==> src/chip_dbg_pkg.sv <==
/*
 * Debug and test-status package
 * Shared widths, snoop word addresses, timeout length and enums
 */

package chip_dbg_pkg;

  // RAM geometry
  localparam int unsigned RAM_AW = 6;
  localparam int unsigned DW     = 32;

  // Agreed mailbox words at the top of the RAM
  localparam logic [RAM_AW-1:0] SW_STATUS_ADDR = RAM_AW'(62);
  localparam logic [RAM_AW-1:0] SW_LOG_ADDR    = RAM_AW'(63);

  // Test timeout
  localparam int unsigned TIMEOUT_CYCLES = 200;
  localparam int unsigned TMR_W          = 8;

  // Terminal count of the timer, TIMEOUT_CYCLES-1
  localparam logic [TMR_W-1:0] TMR_LAST = TMR_W'(TIMEOUT_CYCLES - 1);

  // Low half of a status word written by software
  typedef enum logic [15:0] {
    ST_IN_BOOT = 16'hb090,
    ST_IN_TEST = 16'h4354,
    ST_PASSED  = 16'h900d,
    ST_FAILED  = 16'hbaad
  } sw_status_e;

  // Test phase as seen by the status FSM
  typedef enum logic [2:0] {
    TS_RESET,
    TS_BOOT,
    TS_TEST,
    TS_PASS,
    TS_FAIL,
    TS_TIMEOUT
  } test_state_e;

endpackage

==> src/chip_dbg_top.sv <==
/*
 * Chip debug and test-status top
 * Pad sharing, main RAM, mailbox snoop, status FSM and timeout timer
 */

`timescale 1ns/1ps

module chip_dbg_top (
  input  logic                            clk,
  input  logic                            rst_i,
  input  logic                            jtag_spi_n_i,
  input  logic                            jtag_tck_i,
  input  logic                            jtag_tms_i,
  input  logic                            jtag_tdi_i,
  input  logic                            jtag_trst_n_i,
  input  logic                            spi_sck_i,
  input  logic                            spi_csb_i,
  input  logic                            spi_sdi_i,
  output logic                            jtag_tdo_o,
  output logic                            spi_sdo_o,
  input  logic                            dps_i,
  output logic [4:0]                      dps_o,
  input  logic                            ram_req_i,
  input  logic                            ram_write_i,
  input  logic [chip_dbg_pkg::RAM_AW-1:0] ram_addr_i,
  input  logic [chip_dbg_pkg::DW-1:0]     ram_wdata_i,
  output logic [chip_dbg_pkg::DW-1:0]     ram_rdata_o,
  output logic                            ram_rvalid_o,
  output logic                            log_valid_o,
  output logic [chip_dbg_pkg::DW-1:0]     log_data_o,
  output chip_dbg_pkg::test_state_e       test_state_o,
  output logic                            test_done_o,
  output logic                            test_passed_o,
  output logic [chip_dbg_pkg::TMR_W-1:0]  test_elapsed_o,
  output logic                            dps_sel_jtag_o
);

  logic                     status_valid;
  chip_dbg_pkg::sw_status_e status_val;
  logic                     tmr_run;
  logic                     tmr_expire;

  dps_pad_mux u_pad_mux (
    .clk           (clk),
    .rst_i         (rst_i),
    .jtag_spi_n_i  (jtag_spi_n_i),
    .jtag_tck_i    (jtag_tck_i),
    .jtag_tms_i    (jtag_tms_i),
    .jtag_tdi_i    (jtag_tdi_i),
    .jtag_trst_n_i (jtag_trst_n_i),
    .spi_sck_i     (spi_sck_i),
    .spi_csb_i     (spi_csb_i),
    .spi_sdi_i     (spi_sdi_i),
    .dps_i         (dps_i),
    .dps_o         (dps_o),
    .jtag_tdo_o    (jtag_tdo_o),
    .spi_sdo_o     (spi_sdo_o),
    .sel_jtag_o    (dps_sel_jtag_o)
  );

  ram_main u_ram (
    .clk      (clk),
    .rst_i    (rst_i),
    .req_i    (ram_req_i),
    .write_i  (ram_write_i),
    .addr_i   (ram_addr_i),
    .wdata_i  (ram_wdata_i),
    .rdata_o  (ram_rdata_o),
    .rvalid_o (ram_rvalid_o)
  );

  // Snoop sits on the same port as the RAM
  sw_mail_snoop u_snoop (
    .clk            (clk),
    .rst_i          (rst_i),
    .req_i          (ram_req_i),
    .write_i        (ram_write_i),
    .addr_i         (ram_addr_i),
    .wdata_i        (ram_wdata_i),
    .status_valid_o (status_valid),
    .status_val_o   (status_val),
    .log_valid_o    (log_valid_o),
    .log_data_o     (log_data_o)
  );

  test_status_fsm u_fsm (
    .clk            (clk),
    .rst_i          (rst_i),
    .status_valid_i (status_valid),
    .status_val_i   (status_val),
    .expire_i       (tmr_expire),
    .state_o        (test_state_o),
    .run_o          (tmr_run),
    .test_done_o    (test_done_o),
    .test_passed_o  (test_passed_o)
  );

  test_timer u_timer (
    .clk       (clk),
    .rst_i     (rst_i),
    .run_i     (tmr_run),
    .expire_o  (tmr_expire),
    .elapsed_o (test_elapsed_o)
  );

endmodule

==> src/dps_pad_mux.sv <==
/*
 * Debug pad mux
 * Latches the JTAG/SPI strap during reset and shares the debug pads
 */

`timescale 1ns/1ps

module dps_pad_mux (
  input  logic       clk,
  input  logic       rst_i,
  input  logic       jtag_spi_n_i,
  input  logic       jtag_tck_i,
  input  logic       jtag_tms_i,
  input  logic       jtag_tdi_i,
  input  logic       jtag_trst_n_i,
  input  logic       spi_sck_i,
  input  logic       spi_csb_i,
  input  logic       spi_sdi_i,
  input  logic       dps_i,
  output logic [4:0] dps_o,
  output logic       jtag_tdo_o,
  output logic       spi_sdo_o,
  output logic       sel_jtag_o
);

  logic sel_jtag_q;

  // Strap tracks the pin only while reset is held
  always_ff @(posedge clk) begin
    if (rst_i) begin
      sel_jtag_q <= jtag_spi_n_i;
    end
  end

  assign sel_jtag_o = sel_jtag_q;

  // Host to pads
  assign dps_o[0] = sel_jtag_q ? jtag_tck_i : spi_sck_i;
  assign dps_o[1] = sel_jtag_q ? jtag_tdi_i : spi_sdi_i;
  assign dps_o[2] = 1'b0;  // return pad, input only
  assign dps_o[3] = sel_jtag_q ? jtag_tms_i : spi_csb_i;
  assign dps_o[4] = jtag_trst_n_i;

  // Return pad goes to the selected host only
  assign jtag_tdo_o = sel_jtag_q ? dps_i : 1'b0;
  assign spi_sdo_o  = sel_jtag_q ? 1'b0 : dps_i;

endmodule

==> src/ram_main.sv <==
/*
 * Main RAM
 * Single-port word memory with registered read data and valid pulse
 */

`timescale 1ns/1ps

module ram_main (
  input  logic                          clk,
  input  logic                          rst_i,
  input  logic                          req_i,
  input  logic                          write_i,
  input  logic [chip_dbg_pkg::RAM_AW-1:0] addr_i,
  input  logic [chip_dbg_pkg::DW-1:0]     wdata_i,
  output logic [chip_dbg_pkg::DW-1:0]     rdata_o,
  output logic                          rvalid_o
);

  localparam int unsigned DEPTH = 2 ** chip_dbg_pkg::RAM_AW;

  logic [chip_dbg_pkg::DW-1:0] mem_q [DEPTH];
  logic [chip_dbg_pkg::DW-1:0] rdata_q;
  logic                        rvalid_q;

  // Storage and read data path
  always_ff @(posedge clk) begin
    if (req_i) begin
      if (write_i) begin
        mem_q[addr_i] <= wdata_i;
      end else begin
        rdata_q <= mem_q[addr_i];
      end
    end
  end

  // Read strobe, one cycle after the request
  always_ff @(posedge clk) begin
    if (rst_i) begin
      rvalid_q <= 1'b0;
    end else begin
      rvalid_q <= req_i & ~write_i;
    end
  end

  assign rdata_o  = rdata_q;
  assign rvalid_o = rvalid_q;

endmodule

==> src/sw_mail_snoop.sv <==
/*
 * Software mailbox snoop
 * Decodes RAM writes to the status and log words into pulses
 */

`timescale 1ns/1ps

module sw_mail_snoop (
  input  logic                            clk,
  input  logic                            rst_i,
  input  logic                            req_i,
  input  logic                            write_i,
  input  logic [chip_dbg_pkg::RAM_AW-1:0] addr_i,
  input  logic [chip_dbg_pkg::DW-1:0]     wdata_i,
  output logic                            status_valid_o,
  output chip_dbg_pkg::sw_status_e        status_val_o,
  output logic                            log_valid_o,
  output logic [chip_dbg_pkg::DW-1:0]     log_data_o
);

  logic                     wr_hit;
  logic                     status_hit;
  logic                     log_hit;
  logic                     status_valid_q;
  logic                     log_valid_q;
  chip_dbg_pkg::sw_status_e status_val_q;
  logic [chip_dbg_pkg::DW-1:0] log_data_q;

  assign wr_hit     = req_i & write_i;
  assign status_hit = wr_hit && (addr_i == chip_dbg_pkg::SW_STATUS_ADDR);
  assign log_hit    = wr_hit && (addr_i == chip_dbg_pkg::SW_LOG_ADDR);

  always_ff @(posedge clk) begin
    if (rst_i) begin
      status_valid_q <= 1'b0;
      log_valid_q    <= 1'b0;
    end else begin
      status_valid_q <= status_hit;
      log_valid_q    <= log_hit;
    end
  end

  // Payload captured only on a matching write
  always_ff @(posedge clk) begin
    if (status_hit) begin
      // Only the low half carries the status code
      status_val_q <= chip_dbg_pkg::sw_status_e'(wdata_i[15:0]);
    end
    if (log_hit) begin
      log_data_q <= wdata_i;
    end
  end

  assign status_valid_o = status_valid_q;
  assign status_val_o   = status_val_q;
  assign log_valid_o    = log_valid_q;
  assign log_data_o     = log_data_q;

endmodule

==> src/test_status_fsm.sv <==
/*
 * Test status FSM
 * Follows software status reports and timer expiry to a final verdict
 */

`timescale 1ns/1ps

module test_status_fsm (
  input  logic                      clk,
  input  logic                      rst_i,
  input  logic                      status_valid_i,
  input  chip_dbg_pkg::sw_status_e  status_val_i,
  input  logic                      expire_i,
  output chip_dbg_pkg::test_state_e state_o,
  output logic                      run_o,
  output logic                      test_done_o,
  output logic                      test_passed_o
);

  chip_dbg_pkg::test_state_e state_q;
  chip_dbg_pkg::test_state_e state_d;
  logic                      final_st;

  assign final_st = (state_q == chip_dbg_pkg::TS_PASS) ||
                    (state_q == chip_dbg_pkg::TS_FAIL) ||
                    (state_q == chip_dbg_pkg::TS_TIMEOUT);

  always_comb begin
    state_d = state_q;
    if (state_q == chip_dbg_pkg::TS_RESET) begin
      state_d = chip_dbg_pkg::TS_BOOT;
    end
    // Software report takes priority over a timeout in the same cycle
    if (status_valid_i && !final_st) begin
      case (status_val_i)
        chip_dbg_pkg::ST_IN_BOOT: state_d = chip_dbg_pkg::TS_BOOT;
        chip_dbg_pkg::ST_IN_TEST: begin
          if (state_q == chip_dbg_pkg::TS_BOOT) begin
            state_d = chip_dbg_pkg::TS_TEST;
          end
        end
        chip_dbg_pkg::ST_PASSED: begin
          if (state_q == chip_dbg_pkg::TS_TEST) begin
            state_d = chip_dbg_pkg::TS_PASS;
          end
        end
        chip_dbg_pkg::ST_FAILED: begin
          if (state_q == chip_dbg_pkg::TS_TEST) begin
            state_d = chip_dbg_pkg::TS_FAIL;
          end
        end
        default: ;  // unknown code leaves the state
      endcase
    end else if (expire_i && state_q == chip_dbg_pkg::TS_TEST) begin
      state_d = chip_dbg_pkg::TS_TIMEOUT;
    end
  end

  always_ff @(posedge clk) begin
    if (rst_i) begin
      state_q <= chip_dbg_pkg::TS_RESET;
    end else begin
      state_q <= state_d;
    end
  end

  // Levels decoded from the state register
  assign state_o       = state_q;
  assign run_o         = (state_q == chip_dbg_pkg::TS_TEST);
  assign test_done_o   = final_st;
  assign test_passed_o = (state_q == chip_dbg_pkg::TS_PASS);

endmodule

==> src/test_timer.sv <==
/*
 * Test timer
 * Counts test cycles and flags expiry at the terminal count
 */

`timescale 1ns/1ps

module test_timer (
  input  logic                           clk,
  input  logic                           rst_i,
  input  logic                           run_i,
  output logic                           expire_o,
  output logic [chip_dbg_pkg::TMR_W-1:0] elapsed_o
);

  logic                           run_q;
  logic                           start;
  logic [chip_dbg_pkg::TMR_W-1:0] count_q;

  // First cycle of a new test
  assign start = run_i & ~run_q;

  always_ff @(posedge clk) begin
    if (rst_i) begin
      run_q   <= 1'b0;
      count_q <= '0;
    end else begin
      run_q <= run_i;
      if (start) begin
        count_q <= '0;
      end else if (run_i && count_q != chip_dbg_pkg::TMR_LAST) begin
        count_q <= count_q + 1'b1;
      end
    end
  end

  // Stale count from a previous test is masked on the start cycle
  assign expire_o  = run_i && !start && (count_q == chip_dbg_pkg::TMR_LAST);
  assign elapsed_o = count_q;

endmodule

==> config.mk <==
export PLATFORM = sky130hd
export DESIGN_NAME = chip_dbg_top
export DESIGN_NICKNAME = d
export VERILOG_FILES = /design/src/chip_dbg_pkg.sv /design/src/chip_dbg_top.sv /design/src/dps_pad_mux.sv /design/src/ram_main.sv /design/src/sw_mail_snoop.sv /design/src/test_status_fsm.sv /design/src/test_timer.sv
export SDC_FILE = /design/constraint.sdc
export NUM_CORES = 2
export LEC_CHECK = 0
export BUFFER_PORTS_ARGS = -buffer_cell sky130_fd_sc_hd__buf_2
export CORE_AREA = 2 2 489 491
export CTS_BUF_LIST = sky130_fd_sc_hd__clkbuf_8
export CTS_CLUSTER_DIAMETER = 40
export DETAILED_ROUTE_END_ITERATION = 12
export DIE_AREA = 0 0 491 493
export GPL_TIMING_DRIVEN = 1
export PLACE_DENSITY = 0.56
export SETUP_SLACK_MARGIN = 0.1
export SYNTH_ARGS = -nofsm -noshare
export SYNTH_HDL_FRONTEND = slang
export SYNTH_SLANG_ARGS = --single-unit
==> constraint.sdc <==
create_clock -name clk -period 5.5 [get_ports clk]
set_input_delay 1.1 -clock clk [delete_from_list [all_inputs] [get_ports clk]]
set_output_delay 1.1 -clock clk [all_outputs]
set_load 0.01 [all_outputs]
==> flow_metrics.py <==
metrics = {
    "run_status": {
        "status": "finished, final reports clean",
    },
    "final_layout": {
        "layout-drive-gt1-share_pct": 26.23,
        "mostFrequentLayoutCells": "edfxtp_1 (2129), clkbuf_8 (398), buf_4 (275), a221oi_1 (207), mux2i_1 (203)",
        "final_net_count": 4938,
        "final_area_mm2": 0.09586,
        "fillCellCount": 21390,
        "final_common_cell": "edfxtp_1",
        "syn_to_final_growth_pct": 16.30,
    },
    "sta": {
        "whs_ps": 244.0,
        "hold_violations": 0,
        "setup_viol": 0,
        "worst_pin_slew_ps": 1229,
        "finalClockSkew_ps": 135.3,
        "relSlewSlack_pct": 17.95,
        "fmax_mhz": 273.9,
        "timing.final.crit_share_pct": 66.38,
        "finalSetupTns_ps": 0,
        "period_minus_slack_ps": 3651,
        "drv_slew": 0,
        "grt_setup_unrepaired": "false",
    },
    "logic_synthesis": {
        "synth_flop_cell": "edfxtp_1",
        "syn_avg_cell_area_um2": 19.03,
        "ys_ff_latch": 2144,
        "yosys.area_share.simple_pct": 2.518,
        "async_flop_share_pct": 0,
        "synth_cells": 4332,
        "synth-xor-area-share_pct": 0.07438,
        "synth-edff-count": 2129,
        "synth_fp_nets": 4384,
        "synthMuxAreaShare_pct": 9.410,
        "synth.distinct_cells": 83,
        "synth_top_family_by_area": "multiplexers",
        "syn_area_mm2": 0.08243,
        "synth_seq_area_share_pct": 77.93,
        "synth_fa_ha_area_share_pct": 0.01518,
        "synth_compound_area_share_pct": 7.916,
        "ys_warn_count": 0,
    },
    "critical_path": {
        "rrSetupSlack_ps": 2600,
        "path_cells": "buf_8 > buf_12 > and2_4 > buf_4 > a221o_1 > o21ai_0 > a311oi_1 > or4_1",
        "cp_max_fo": 49,
        "required_ps": 6450,
        "crit_buf_inv": 3,
        "critPathMaxStageDelay_ps": 870,
        "reg2reg_to": "u_ram.rdata_o[12]$_DFFE_PP_",
        "crit_path_end_kind": "flip-flop",
        "crit_cells": 8,
        "r2r-start": "u_ram.mem_q[20][12]$_DFFE_PP_",
        "cpLargestDelayFamily": "buffers and inverters",
        "critPathLaunchType": "input pin",
        "critPathKind": "in -> reg",
        "rr_worst_depth": 5,
        "cp.arrival_ps": 4600,
        "cp_slowest_cell": "and2_4",
    },
    "drt": {
        "drc": 0,
        "drtIter0Drc": 7540,
        "dr_total_vias": 48750,
        "wl_per_cell_um": 34.57,
        "firstDrtPassIters": 5,
        "viasPerCell": 5.855,
        "ant_nets": 0,
        "drt_wl_total_um": 287800,
    },
    "clock_network": {
        "cts_hold_buf": 0,
        "cts.repair.resized": 0,
        "worstSkewPairLatency_ps": 1120,
        "numCtsBuffers": 395,
        "clkTransAtPathRegs_ps": 60,
        "post-cts-setup-buffers": 0,
        "cts_buffer_depth": 4,
        "htreeDepth": 5,
        "cts_tree": "built",
        "cts_sinks": 2144,
        "clockRootBuffer": "clkbuf_8",
    },
    "global_route": {
        "grt_pass1_wl_um": 391400,
        "grt_pass1_vias": 47210,
        "gr-total-overflow": 0,
        "grt_antenna_before_repair": 14,
        "grt_max_degree": 67,
        "grt_usage_pct": 23.09,
    },
    "placed_design": {
        "post_dp_cell_area_mm2": 0.08885,
        "io_buffer_count": 134,
        "gp_congestion": 0.8712,
        "dp_hpwl_um": 165400,
    },
    "pwr": {
        "p_leak_uw": 0.03088,
        "cellPowerDensity_mw_per_mm2": 355.9,
        "irDropWorstVdd_v": 0.0002578,
    },
    "min_path": {
        "holdPathEnd": "u_pad_mux.sel_jtag_o$_DFFE_PP_",
        "whs_path_depth": 1,
        "worstHoldStart": "jtag_spi_n_i",
        "hold_class": "in -> reg",
    },
    "die": {
        "ios": 138,
        "die_w_um": 491,
        "initial_utilization_pct": 34.79,
        "coreArea_mm2": 0.2370,
        "dieArea_mm2": 0.2421,
        "fp-row-count": 179,
        "fp.dieH_um": 493,
    },
    "run": {
        "cap_violations": 0,
    },
}
==> power by group <==
group / total (uW) / internal (uW) / switching (uW)
clock network: 14000 / 7340 / 6650
registers: 18100 / 18100 / 40.6
logic: 2020 / 569 / 1450
==> how the worst max path moves through the flow <==
stage,to,slack (ps),from
after floorplan,u_ram.mem_q[0][0]$_DFFE_PP_,1140,ram_addr_i[1]
after CTS,u_ram.rdata_o[10]$_DFFE_PP_,1680,ram_addr_i[0]
after global placement,u_ram.rdata_o[10]$_DFFE_PP_,550,ram_addr_i[0]
final,u_ram.rdata_o[18]$_DFFE_PP_,1850,ram_addr_i[2]
after detailed placement,u_ram.rdata_o[10]$_DFFE_PP_,510,ram_addr_i[0]
after global routing,u_ram.rdata_o[18]$_DFFE_PP_,1870,ram_addr_i[2]
==> per-layer routing <==
metal,GRT usage (%),wire length [um]
met5,0,47
met3,5.063,30840
met2,36.13,132200
met1,31.29,112400
met4,9.420,12300
==> state kept, by name, indices dropped and copies added (netlist names) <==
signal / cells
u_pad_mux.sel_jtag_o: 1
u_ram.rvalid_o: 1
u_ram.mem_q: 2048
u_snoop.status_val_o: 16
u_snoop.log_valid_o: 1
u_timer.elapsed_o: 8
u_timer.run_q: 1
u_fsm.state_o: 3
u_ram.rdata_o: 32
u_snoop.log_data_o: 32
u_snoop.status_valid_o: 1
==> cells in the mapped netlist, drive strengths merged, types with 5 or more instances <==
cell | number | share of area (%)
nand4 | 15 | 0.11
nor2b | 14 | 0.12
a22o | 15 | 0.16
o2bb2ai | 14 | 0.15
o311ai | 11 | 0.12
edfxtp | 2129 | 78
nor2 | 185 | 0.86
o22ai | 56 | 0.43
a221o | 36 | 0.44
a221oi | 212 | 2.3
mux2 | 156 | 2.1
nand3 | 39 | 0.24
and3 | 12 | 0.091
nor3 | 34 | 0.21
a211oi | 20 | 0.18
nor4 | 8 | 0.061
and2 | 5 | 0.038
a21oi | 141 | 0.86
o211ai | 19 | 0.17
buf | 224 | 1.8
dfxtp | 15 | 0.36
a311oi | 7 | 0.074
clkbuf | 70 | 0.32
o221ai | 34 | 0.36
a31oi | 20 | 0.15
nand2b | 6 | 0.046
or3 | 6 | 0.046
a32oi | 6 | 0.064
mux4 | 176 | 4.8
a22oi | 139 | 1.3
inv | 8 | 0.036
a211o | 7 | 0.074
or4 | 7 | 0.064
nand2 | 107 | 0.49
o21ai | 110 | 0.67
mux2i | 203 | 2.5
o221a | 5 | 0.068
==> cell families (layout without fill, tap and decap cells) <==
kind of cell,count (synthesis),in the layout
buffers and inverters,303,1121
multiplexers,535,535
XOR/XNOR,7,7
adder cells (fa/ha/maj),1,1
other,1,10
flip-flops,2144,2144
AND/OR/NAND/NOR,454,454
AO/OA/AOI/OAI,887,887
==> cell type report <==
class / count / area (um2) / share of cell area (%)
sequential: 2144 / 64230 / 67.00
multi-input combinational: 1885 / 17010 / 17.74
clock buffer: 398 / 5478 / 5.714
tap: 3167 / 3963 / 4.133
timing repair buffer: 451 / 3606 / 3.762
clock inverter: 263 / 1513 / 1.578
inverter: 9 / 45.04 / 0.04699
antenna: 9 / 22.52 / 0.02349
==> per-stage QoR <==
step	instances	worst slack [ps]	power (uW)	util, %
floorplan	4332	1138	19320	-
global placement	7655	546.9	20400	37.50
detailed placement	7655	509.4	20420	37.50
CTS	8316	1681	34270	40.45
global route	8320	1870	35010	40.45
finish	8326	1849	34110	40.46
Note: power is estimated with default switching activity, not from simulation.
